$ cat src/oflow_cfg.svh
`ifndef OFLOW_CFG_SVH
`define OFLOW_CFG_SVH

// ----------------------------------------
// box geometry
// ----------------------------------------
`define COORD_W       10                 // pixel coordinate bits
`define AREA_W        (2*`COORD_W)       // width times height

// ----------------------------------------
// cost format, unsigned q0.16
// ----------------------------------------
`define FRAC_W        16
`define COST_W        `FRAC_W
`define QUOT_W        (`FRAC_W+1)        // extra bit, quotient hits 1.0 on identical boxes

// ----------------------------------------
// history table
// ----------------------------------------
`define HIST_DEPTH    4                  // slots walked per run
`define SLOT_W        2                  // log2 of HIST_DEPTH

// costs strictly above this are reported as no match
`define NO_MATCH_THR  16'hE000

`endif

$ cat src/oflow_bbox_pkg.sv
`include "oflow_cfg.svh"

// box and cost types shared by the datapath blocks
package oflow_bbox_pkg;

	// ----------------------------------------
	// geometry
	// ----------------------------------------
	typedef logic [`COORD_W-1:0] coord_t;  // one corner coordinate
	typedef logic [`AREA_W-1:0]  area_t;   // w*h, also the intersection

	// ----------------------------------------
	// scoring
	// ----------------------------------------
	typedef logic [`COST_W-1:0]  cost_t;   // 1 - iou, all ones = worst
	typedef logic [`SLOT_W-1:0]  slot_t;   // history slot number

endpackage

$ cat src/oflow_ctrl_pkg.sv
// controller encodings, kept apart from the box types
package oflow_ctrl_pkg;

	// ----------------------------------------
	// match controller states
	// ----------------------------------------
	typedef enum logic [2:0] {
		idle_st,     // waiting for start
		fetch_st,    // slot addressed, kick the iou block
		score_st,    // waiting on iou_valid
		compare_st,  // step to next slot or wrap up
		finish_st    // results final, done goes out
	} match_state_t;

endpackage

$ cat src/oflow_history_buf.sv
`include "oflow_cfg.svh"

module oflow_history_buf (
	input  logic                   clk,
	input  logic                   reset_N,
	input  logic                   we,
	input  oflow_bbox_pkg::slot_t  waddr,
	input  oflow_bbox_pkg::coord_t w_x_tl,
	input  oflow_bbox_pkg::coord_t w_y_tl,
	input  oflow_bbox_pkg::coord_t w_x_br,
	input  oflow_bbox_pkg::coord_t w_y_br,
	input  oflow_bbox_pkg::slot_t  raddr,
	output oflow_bbox_pkg::coord_t r_x_tl,
	output oflow_bbox_pkg::coord_t r_y_tl,
	output oflow_bbox_pkg::coord_t r_x_br,
	output oflow_bbox_pkg::coord_t r_y_br
);
	import oflow_bbox_pkg::*;

	// one register column per coordinate
	coord_t x_tl_q [`HIST_DEPTH];
	coord_t y_tl_q [`HIST_DEPTH];
	coord_t x_br_q [`HIST_DEPTH];
	coord_t y_br_q [`HIST_DEPTH];

	// ----------------------------------------
	// host write, one box per cycle
	// ----------------------------------------
	always_ff @(posedge clk or posedge reset_N) begin
		if (reset_N) begin
			for (int i = 0; i < `HIST_DEPTH; i++) begin
				x_tl_q[i] <= '0;  // empty boxes after reset
				y_tl_q[i] <= '0;
				x_br_q[i] <= '0;
				y_br_q[i] <= '0;
			end
		end else if (we) begin
			x_tl_q[waddr] <= w_x_tl;
			y_tl_q[waddr] <= w_y_tl;
			x_br_q[waddr] <= w_x_br;
			y_br_q[waddr] <= w_y_br;
		end
	end

	// ----------------------------------------
	// read side, follows the slot counter
	// ----------------------------------------
	assign r_x_tl = x_tl_q[raddr];
	assign r_y_tl = y_tl_q[raddr];
	assign r_x_br = x_br_q[raddr];
	assign r_y_br = y_br_q[raddr];

endmodule

$ cat src/oflow_seq_div.sv
`include "oflow_cfg.svh"

// restoring divider, one quotient bit per clock, QUOT_W bits total
// caller guarantees num >> QUOT_W < den, so only the low QUOT_W bits are produced
module oflow_seq_div #(
	parameter int NUM_W = 36,
	parameter int DEN_W = 21
) (
	input  logic               clk,
	input  logic               reset_N,
	input  logic               start,
	input  logic [NUM_W-1:0]   num,
	input  logic [DEN_W-1:0]   den,
	output logic               complete,
	output logic               busy,
	output logic [`QUOT_W-1:0] quotient
);
	localparam int CNT_W = $clog2(`QUOT_W);

	logic [DEN_W-1:0]   rem_q;    // partial remainder
	logic [DEN_W-1:0]   rem_cur;
	logic [DEN_W-1:0]   rem_nxt;
	logic [`QUOT_W-1:0] qr_q;     // dividend bits out the top, quotient bits in the bottom
	logic [`QUOT_W-1:0] qr_cur;
	logic [`QUOT_W-1:0] qr_nxt;
	logic [DEN_W-1:0]   den_q;
	logic [DEN_W-1:0]   den_cur;
	logic [DEN_W:0]     trial;
	logic               take;
	logic [CNT_W-1:0]   cnt_q;    // bits still to go

	// ----------------------------------------
	// one restoring step
	// ----------------------------------------
	always_comb begin
		// first bit is taken straight off the inputs on the start edge
		rem_cur = start ? DEN_W'(num[NUM_W-1:`QUOT_W]) : rem_q;
		qr_cur  = start ? num[`QUOT_W-1:0] : qr_q;
		den_cur = start ? den : den_q;
		trial   = {rem_cur, qr_cur[`QUOT_W-1]};           // shift next dividend bit in
		take    = (trial >= {1'b0, den_cur});
		rem_nxt = take ? DEN_W'(trial - {1'b0, den_cur}) : trial[DEN_W-1:0];
		qr_nxt  = {qr_cur[`QUOT_W-2:0], take};
	end

	always_ff @(posedge clk) begin
		if (start || busy) begin
			rem_q <= rem_nxt;
			qr_q  <= qr_nxt;
		end
		if (start)
			den_q <= den;  // held for the whole operation
	end

	// ----------------------------------------
	// sequencing
	// ----------------------------------------
	always_ff @(posedge clk or posedge reset_N) begin
		if (reset_N) begin
			busy     <= 1'b0;
			complete <= 1'b0;
			cnt_q    <= '0;
		end else begin
			complete <= 1'b0;  // single pulse
			if (start) begin
				busy  <= 1'b1;
				cnt_q <= CNT_W'(`QUOT_W - 1);
			end else if (busy) begin
				cnt_q <= cnt_q - 1'b1;
				if (cnt_q == CNT_W'(1)) begin
					busy     <= 1'b0;  // last bit lands this edge
					complete <= 1'b1;
				end
			end
		end
	end

	assign quotient = qr_q;

	// one operation at a time, upstream has to wait for complete
	a_no_start_busy: assert property (@(posedge clk) disable iff (reset_N)
		start |-> !busy);

	// zero union is steered around the divider by the iou block
	a_den_nonzero: assert property (@(posedge clk) disable iff (reset_N)
		start |-> (den != '0));

endmodule

$ cat src/oflow_calc_iou.sv
`include "oflow_cfg.svh"

module oflow_calc_iou (
	input  logic                   clk,
	input  logic                   reset_N,
	input  logic                   start,
	input  oflow_bbox_pkg::coord_t a_x_tl,   // current box
	input  oflow_bbox_pkg::coord_t a_y_tl,
	input  oflow_bbox_pkg::coord_t a_x_br,
	input  oflow_bbox_pkg::coord_t a_y_br,
	input  oflow_bbox_pkg::coord_t b_x_tl,   // history slot
	input  oflow_bbox_pkg::coord_t b_y_tl,
	input  oflow_bbox_pkg::coord_t b_x_br,
	input  oflow_bbox_pkg::coord_t b_y_br,
	output logic                   valid_iou,
	output oflow_bbox_pkg::cost_t  iou_cost
);
	import oflow_bbox_pkg::*;

	localparam int UNION_W = `AREA_W + 1;        // a + b can carry one bit
	localparam int NUM_W   = `AREA_W + `FRAC_W;

	// stage 1
	logic   s1_v;
	coord_t i_x_tl_q;
	coord_t i_y_tl_q;
	coord_t i_x_br_q;
	coord_t i_y_br_q;
	coord_t a_w_q;
	coord_t a_h_q;
	coord_t b_w_q;
	coord_t b_h_q;
	coord_t i_w;
	coord_t i_h;
	// stage 2
	logic   s2_v;
	area_t  inter_q;
	area_t  area_a_q;
	area_t  area_b_q;
	// stage 3 and divider
	logic [UNION_W-1:0] union_c;
	logic [UNION_W-1:0] union_q;
	logic [UNION_W-1:0] div_den;
	logic [NUM_W-1:0]   div_num;
	logic               div_complete;
	logic               div_busy;
	logic [`QUOT_W-1:0] quot;

	function automatic coord_t cmax(input coord_t x, input coord_t y);
		return (x > y) ? x : y;
	endfunction

	function automatic coord_t cmin(input coord_t x, input coord_t y);
		return (x < y) ? x : y;
	endfunction

	// extent of one axis, zero unless br is strictly past tl
	function automatic coord_t span(input coord_t tl, input coord_t br);
		return (br > tl) ? coord_t'(br - tl) : '0;
	endfunction

	// ----------------------------------------
	// stage 1: corners and sides
	// ----------------------------------------
	always_ff @(posedge clk) begin
		if (start) begin
			i_x_tl_q <= cmax(a_x_tl, b_x_tl);  // inner top-left
			i_y_tl_q <= cmax(a_y_tl, b_y_tl);
			i_x_br_q <= cmin(a_x_br, b_x_br);  // inner bottom-right
			i_y_br_q <= cmin(a_y_br, b_y_br);
			a_w_q    <= span(a_x_tl, a_x_br);
			a_h_q    <= span(a_y_tl, a_y_br);
			b_w_q    <= span(b_x_tl, b_x_br);
			b_h_q    <= span(b_y_tl, b_y_br);
		end
	end

	assign i_w = span(i_x_tl_q, i_x_br_q);  // empty overlap folds to 0
	assign i_h = span(i_y_tl_q, i_y_br_q);

	// ----------------------------------------
	// stage 2: areas
	// ----------------------------------------
	always_ff @(posedge clk) begin
		if (s1_v) begin
			inter_q  <= area_t'(i_w) * area_t'(i_h);
			area_a_q <= area_t'(a_w_q) * area_t'(a_h_q);
			area_b_q <= area_t'(b_w_q) * area_t'(b_h_q);
		end
	end

	// ----------------------------------------
	// stage 3: union, divider kick
	// ----------------------------------------
	// overlap lies inside both boxes, so no underflow
	assign union_c = UNION_W'(area_a_q) + UNION_W'(area_b_q) - UNION_W'(inter_q);
	assign div_num = {inter_q, {`FRAC_W{1'b0}}};                 // inter << FRAC_W
	assign div_den = (union_c == '0) ? UNION_W'(1) : union_c;   // dummy den, latency stays fixed

	always_ff @(posedge clk) begin
		if (s2_v)
			union_q <= union_c;
	end

	oflow_seq_div #(
		.NUM_W (NUM_W),
		.DEN_W (UNION_W)
	) div_i (
		.clk      (clk),
		.reset_N  (reset_N),
		.start    (s2_v),
		.num      (div_num),
		.den      (div_den),
		.complete (div_complete),
		.busy     (div_busy),
		.quotient (quot)
	);

	// ----------------------------------------
	// cost = all ones - q, floored at 0
	// ----------------------------------------
	always_ff @(posedge clk) begin
		if (div_complete) begin
			if (union_q == '0)
				iou_cost <= '1;                      // nothing to compare against
			else if (quot[`QUOT_W-1])
				iou_cost <= '0;                      // q == 1.0, same box
			else
				iou_cost <= ~quot[`COST_W-1:0];      // ffff - q
		end
	end

	always_ff @(posedge clk or posedge reset_N) begin
		if (reset_N) begin
			s1_v      <= 1'b0;
			s2_v      <= 1'b0;
			valid_iou <= 1'b0;
		end else begin
			s1_v      <= start;
			s2_v      <= s1_v;
			valid_iou <= div_complete;  // cost lands with it
		end
	end

	// front end and divider carry a single box pair end to end
	a_one_in_flight: assert property (@(posedge clk) disable iff (reset_N)
		start |-> !(s1_v || s2_v || div_busy || div_complete || valid_iou));

endmodule

$ cat src/oflow_slot_counter.sv
`include "oflow_cfg.svh"

module oflow_slot_counter (
	input  logic                  clk,
	input  logic                  reset_N,
	input  logic                  clr,
	input  logic                  step,
	output oflow_bbox_pkg::slot_t slot_idx,
	output logic                  slot_last
);

	// ----------------------------------------
	// slot index
	// ----------------------------------------
	always_ff @(posedge clk or posedge reset_N) begin
		if (reset_N) begin
			slot_idx <= '0;
		end else if (clr) begin
			slot_idx <= '0;             // new run from slot 0
		end else if (step) begin
			slot_idx <= slot_idx + 1'b1;
		end
	end

	// last slot of the table
	assign slot_last = (slot_idx == (`HIST_DEPTH - 1));

endmodule

$ cat src/oflow_match_fsm.sv
module oflow_match_fsm (
	input  logic clk,
	input  logic reset_N,
	input  logic start,
	input  logic iou_valid,
	input  logic slot_last,
	output logic iou_start,
	output logic cnt_clr,
	output logic cnt_step,
	output logic sel_clr,
	output logic sel_load,
	output logic done,
	output logic busy
);
	import oflow_ctrl_pkg::*;

	match_state_t state;
	match_state_t next_state;

	// ----------------------------------------
	// state register
	// ----------------------------------------
	always_ff @(posedge clk or posedge reset_N) begin
		if (reset_N)
			state <= idle_st;
		else
			state <= next_state;
	end

	always_comb begin
		next_state = state;
		case (state)
			idle_st:    if (start) next_state = fetch_st;       // start ignored elsewhere
			fetch_st:   next_state = score_st;
			score_st:   if (iou_valid) next_state = compare_st;
			compare_st: next_state = slot_last ? finish_st : fetch_st;
			finish_st:  next_state = idle_st;
			default:    next_state = idle_st;
		endcase
	end

	// ----------------------------------------
	// strobes
	// ----------------------------------------
	assign cnt_clr   = (state == idle_st) && start;   // slot 0 for the first fetch
	assign sel_clr   = (state == idle_st) && start;   // drop last run's minimum
	assign iou_start = (state == fetch_st);
	assign sel_load  = (state == score_st) && iou_valid;
	assign cnt_step  = (state == compare_st) && !slot_last;
	assign busy      = (state != idle_st);
	assign done      = (state == finish_st);          // selector already settled here

	// iou answers only to a request issued from fetch
	a_valid_in_score: assert property (@(posedge clk) disable iff (reset_N)
		iou_valid |-> (state == score_st));

endmodule

$ cat src/oflow_best_select.sv
`include "oflow_cfg.svh"

module oflow_best_select (
	input  logic                  clk,
	input  logic                  reset_N,
	input  logic                  clr,
	input  logic                  load,
	input  oflow_bbox_pkg::cost_t cost,
	input  oflow_bbox_pkg::slot_t idx,
	output oflow_bbox_pkg::cost_t best_cost,
	output oflow_bbox_pkg::slot_t best_idx,
	output logic                  no_match
);

	// ----------------------------------------
	// running minimum
	// ----------------------------------------
	always_ff @(posedge clk or posedge reset_N) begin
		if (reset_N) begin
			best_cost <= '1;   // worst possible cost
			best_idx  <= '0;
		end else if (clr) begin
			best_cost <= '1;
			best_idx  <= '0;
		end else if (load && (cost < best_cost)) begin
			// strict compare, a tie keeps the earlier slot
			best_cost <= cost;
			best_idx  <= idx;
		end
	end

	// reject when even the best is too far off
	assign no_match = (best_cost > `NO_MATCH_THR);

endmodule

$ cat src/oflow_match.sv
module oflow_match (
	input  logic                   clk,
	input  logic                   reset_N,
	input  logic                   start,
	input  logic                   hist_we,
	input  oflow_bbox_pkg::slot_t  hist_addr,
	input  oflow_bbox_pkg::coord_t hist_x_tl,
	input  oflow_bbox_pkg::coord_t hist_y_tl,
	input  oflow_bbox_pkg::coord_t hist_x_br,
	input  oflow_bbox_pkg::coord_t hist_y_br,
	input  oflow_bbox_pkg::coord_t cur_x_tl,
	input  oflow_bbox_pkg::coord_t cur_y_tl,
	input  oflow_bbox_pkg::coord_t cur_x_br,
	input  oflow_bbox_pkg::coord_t cur_y_br,
	output logic                   done,
	output logic                   busy,
	output oflow_bbox_pkg::slot_t  best_idx,
	output oflow_bbox_pkg::cost_t  best_cost,
	output logic                   no_match
);
	import oflow_bbox_pkg::*;

	slot_t  slot_idx;     // slot under evaluation
	logic   slot_last;
	logic   cnt_clr;
	logic   cnt_step;
	logic   iou_start;
	logic   iou_valid;
	cost_t  iou_cost;
	logic   sel_clr;
	logic   sel_load;
	coord_t h_x_tl;       // history box at slot_idx
	coord_t h_y_tl;
	coord_t h_x_br;
	coord_t h_y_br;

	// ----------------------------------------
	// storage and slot walk
	// ----------------------------------------
	oflow_history_buf hist_i (
		.clk     (clk),       .reset_N (reset_N),
		.we      (hist_we),   .waddr   (hist_addr),
		.w_x_tl  (hist_x_tl), .w_y_tl  (hist_y_tl),
		.w_x_br  (hist_x_br), .w_y_br  (hist_y_br),
		.raddr   (slot_idx),
		.r_x_tl  (h_x_tl),    .r_y_tl  (h_y_tl),
		.r_x_br  (h_x_br),    .r_y_br  (h_y_br)
	);

	oflow_slot_counter cnt_i (
		.clk       (clk),     .reset_N   (reset_N),
		.clr       (cnt_clr), .step      (cnt_step),
		.slot_idx  (slot_idx),
		.slot_last (slot_last)
	);

	oflow_match_fsm fsm_i (
		.clk       (clk),       .reset_N   (reset_N),
		.start     (start),     .iou_valid (iou_valid),
		.slot_last (slot_last), .iou_start (iou_start),
		.cnt_clr   (cnt_clr),   .cnt_step  (cnt_step),
		.sel_clr   (sel_clr),   .sel_load  (sel_load),
		.done      (done),      .busy      (busy)
	);

	// ----------------------------------------
	// scoring and selection
	// ----------------------------------------
	oflow_calc_iou iou_i (
		.clk       (clk),      .reset_N  (reset_N),
		.start     (iou_start),
		.a_x_tl    (cur_x_tl), .a_y_tl   (cur_y_tl),
		.a_x_br    (cur_x_br), .a_y_br   (cur_y_br),
		.b_x_tl    (h_x_tl),   .b_y_tl   (h_y_tl),
		.b_x_br    (h_x_br),   .b_y_br   (h_y_br),
		.valid_iou (iou_valid),
		.iou_cost  (iou_cost)
	);

	oflow_best_select sel_i (
		.clk       (clk),      .reset_N  (reset_N),
		.clr       (sel_clr),  .load     (sel_load),
		.cost      (iou_cost), .idx      (slot_idx),
		.best_cost (best_cost),
		.best_idx  (best_idx),
		.no_match  (no_match)
	);

endmodule

$ cat config.mk
export PLATFORM = sky130hd
export DESIGN_NAME = oflow_match
export DESIGN_NICKNAME = d
export VERILOG_FILES = /design/src/oflow_bbox_pkg.sv /design/src/oflow_ctrl_pkg.sv /design/src/oflow_history_buf.sv /design/src/oflow_seq_div.sv /design/src/oflow_calc_iou.sv /design/src/oflow_slot_counter.sv /design/src/oflow_match_fsm.sv /design/src/oflow_best_select.sv /design/src/oflow_match.sv
export VERILOG_INCLUDE_DIRS = /design/src
export SDC_FILE = /design/constraint.sdc
export NUM_CORES = 2
export LEC_CHECK = 0
export ABC_AREA = 0
export BUFFER_PORTS_ARGS = -buffer_cell sky130_fd_sc_hd__clkbuf_2
export CAP_MARGIN = 5
export CORE_MARGIN = 4
export CORE_UTILIZATION = 34
export DETAILED_ROUTE_END_ITERATION = 6
export GPL_ROUTABILITY_DRIVEN = 0
export PLACE_DENSITY = 0.58
export SLEW_MARGIN = 20
export SYNTH_ARGS = -nofsm -noshare
export SYNTH_HDL_FRONTEND = slang
export SYNTH_SLANG_ARGS = --single-unit
$ cat constraint.sdc
create_clock -name clk -period 6.5 [get_ports clk]
set_input_delay 0.325 -clock clk [delete_from_list [all_inputs] [get_ports clk]]
set_output_delay 0.325 -clock clk [all_outputs]
set_load 0.02 [all_outputs]
==> qor.yml <==
status: "finished clean"
diodes: 0
synthMuxAreaShare_pct: 10.6
cts-root-buf: "clkbuf_16"
synth_edf_count: 215
syn_inst: 3056
synth_xor_area_share_pct: 2.82
grt_pass1_vias: 23500
post-dp-hpwl_mm: 61.4
die_h_um: 319
hold_class: "in -> reg"
numPortBuffers: 106
routed_wl_mm: 79.0
critPathSlowestCell: "fa_1"
ys_seq_area_share_pct: 35.7
endpoint_kind: "register"
relSlewSlack_pct: 28.2
clkLatencyLatePin_ns: 0.61
dpl-instance-area_um2: 36100
slew_violations: 0
start_util_pct: 34.4
wl_per_cell_um: 16.9
synthArstFlopShare_pct: 45.0
vias_per_cell: 4.88
grtUsageTotal_pct: 15.5
layout-drive-gt1-share_pct: 22.6
syn_area_um2: 32900
seq_area_um2: 11700
synth_warnings: 0
use_met1_pct: 20.9
clock_sinks: 429
num_rows: 113
numCtsBuffers: 47
fin_area_um2: 38800
synth_area_per_cell_um2: 10.8
grt_use_met2_pct: 26.1
worst-setup-path-type: "reg -> reg"
tritoncts: "yes"
crit_top_cell: "fa_1"
synth.ff_latch_count: 429
dr_total_vias: 22800
grt_max_degree: 121
grt_pass1_wl_mm: 128
crit_required_ns: 6.83
grt_setup_unrepaired: "true"
maxCapViolCount: 0
worst-path-max-fanout: 3
yosysUniqueCellTypes: 71
syn-num-nets: 3678
cpPeakStageDelay_ns: 0.51
core_um2: 95400
busiest_layer: "met2"
synth-simple-area-share_pct: 11.0
fin_util_pct: 40.6
max_freq_ghz: 0.155
clk_pin_slew_ns: 0.06
dr.pass1.iters: 5
finalNetCount: 3988
route.detailed.drc: 0
cts.htree.levels: 2
clockBufferDepth: 3
fillCellCount: 9270
die_w_um: 319
ant_nets: 0
num_io_pins: 107
synth_fa_ha_area_share_pct: 25.3
worstMarginPinSlew_ns: 1.07
drt_iter0_markers: 1060
finalCritPeriodShare_pct: 99.5
synth_ff_type: "edfxtp_1"
use_met3_pct: 2.47
finClkSkew_ns: 0.0355
grt_overflow_total: 0
multiInputGateArea_um2: 19500
synth_top_family_by_area: "adder cells"
dieArea_um2: 102000
worstPathArrival_ns: 6.79
startpoint_type: "register"
hold_viol: 0
setup_viol: 0
period_needed_ns: 6.47
synth_compound_area_share_pct: 8.20
area_delta_synth_final_pct: 17.9
antenna_found_initial: 0
## routing by layer
metal,wire length (um),vias to the layer above
met1,36200,11200
met5,0,-
met4,2020,0
met2,37400,404
met3,3330,118
li1,-,11100
## layout make-up
| type | instances | area share [%] |
|---|---|---|
| Clock buffer | 57 | 3.21 |
| Clock inverter | 31 | 0.968 |
| Inverter | 468 | 4.55 |
| Multi-Input combinational cell | 2069 | 50.4 |
| Sequential cell | 429 | 30.3 |
| Tap cell | 1265 | 4.08 |
| Timing Repair Buffer | 351 | 6.51 |
## synthesized netlist by cell type (all sizes together) (11+ instances only)
master   number  area (um^2)
a2111oi      16          140
a211oi       14          110
a21boi       17          128
a21o         43          325
a21oi       115          587
a31oi        14          109
and2         99          619
and3         23          144
buf          26          109
clkbuf       64          240
dfrtp       177         4430
dfstp        16          420
dfxtp        21          420
edfxtp      215         6460
fa          213         4260
ha          323         4040
inv         466         1750
mux2        206         2320
mux2i        26          260
mux4         40          901
nand2       184          691
nand2b       24          150
nand3        78          390
nand4        24          150
nor2        132          495
nor2b        39          244
nor3         62          310
nor4         13         81.3
o21a         13         97.6
o21ai       128          641
o21bai       22          165
or2          11         68.8
or3          16          100
xnor2        84          736
xor2         22          193
## state kept, by name, summed over array words and instances, names as in the netlist, 5 cells and up
signal,count
iou_i.a_h_q,10
sel_i.best_cost,16
iou_i.b_h_q,10
hist_i.y_br_q,40
hist_i.x_tl_q,40
iou_i.b_w_q,10
iou_i.i_y_br_q,10
iou_i.a_w_q,10
iou_i.iou_cost,16
hist_i.x_br_q,40
hist_i.y_tl_q,40
iou_i.div_i.cnt_q,5
iou_i.area_b_q,20
iou_i.div_i.den_q,21
iou_i.i_x_br_q,10
iou_i.area_a_q,20
iou_i.div_i.rem_q,21
iou_i.union_q,21
iou_i.inter_q,20
iou_i.i_y_tl_q,10
iou_i.i_x_tl_q,10
iou_i.div_i.quotient,17
## layout by cell type, fill, tap and decap left out, types with 21 or more instances in the layout
master / instances
nand2_1: 182
nor2_1: 127
edfxtp_1: 215
mux2_2: 206
xnor2_1: 78
a21o_1: 41
clkbuf_2: 106
buf_4: 195
dfrtp_1: 173
mux2i_1: 26
inv_1: 456
nor3_1: 55
o21ai_0: 110
ha_1: 314
nor2b_1: 39
mux4_2: 40
dfxtp_1: 21
dlygate4sd3_1: 41
and2_1: 99
and3_1: 22
a21oi_1: 94
nand4_1: 24
xor2_1: 22
fa_1: 208
nand2b_1: 24
nand3_1: 69
clkbuf_16: 49
o21bai_1: 22
## through the flow
step / TNS (ns) / setup WS, ns / instances / hold slack, ns
6_report: 0 / 0.0344 / 4670 / 0.0891
5_1_grt: -1.80 / -0.271 / 4670 / 0.0714
4_1_cts: -0.0100 / -0.00958 / 4656 / 0.0386
3_5_place_dp: -2.50 / -0.223 / 4521 / 0.459
3_3_place_gp: -1.14 / -0.258 / 4521 / 0.451
2_1_floorplan: 0 / 0.0125 / 3056 / 0.431
## critical path, delay by kind of cell (launching register included)
family          cells  cell delay [ns]
compound gates     10             1.34
xor+xnor            1             0.12
fa+ha+maj           8             3.08
buf+inv             5             0.34
flops               1             0.37
simple gates        4             0.93
## kinds of logic (layout without fill, tap and decap cells)
logic type	Yosys count	count (layout)
compound gates	427	427
xor+xnor	106	106
fa+ha+maj	536	536
buf+inv	558	907
flops	429	429
mux	272	272
simple gates	728	728
## repair_timing
action / CTS / global route
endpoints found under the setup margin: 22 / 31
gates cloned: 0 / 1
gates resized for setup: 38 / 72
buffers inserted: 6 / 12
hold buffers: 41 / 0
pin swaps: 21 / 38
endpoints found under the hold margin: 263 / 0
## worst paths after layout
check / slack, ns / start / endpoint / cells after the start
max in group asynchronous: 4.52 / reset_N / hist_i.y_br_q[13]$_DFFE_PP0P_ / 4
min in group asynchronous: 0.47 / reset_N / hist_i.x_tl_q[36]$_DFFE_PP0P_ / 3
max reg2reg: 0.03 / iou_i.i_x_tl_q[0]$_DFFE_PP_ / iou_i.inter_q[19]$_DFFE_PP_ / 28
min reg2reg: 0.48 / iou_i.div_i.den_q[12]$_DFF_P_ / iou_i.div_i.den_q[12]$_DFF_P_ / 2
min: 0.09 / cur_x_br[6] / iou_i.i_x_br_q[6]$_DFFE_PP_ / 2
max: 0.03 / iou_i.i_x_tl_q[0]$_DFFE_PP_ / iou_i.inter_q[19]$_DFFE_PP_ / 28
Power is not shown: default switching activity piles up to over one toggle a cycle in this logic, so the estimate is an artifact.
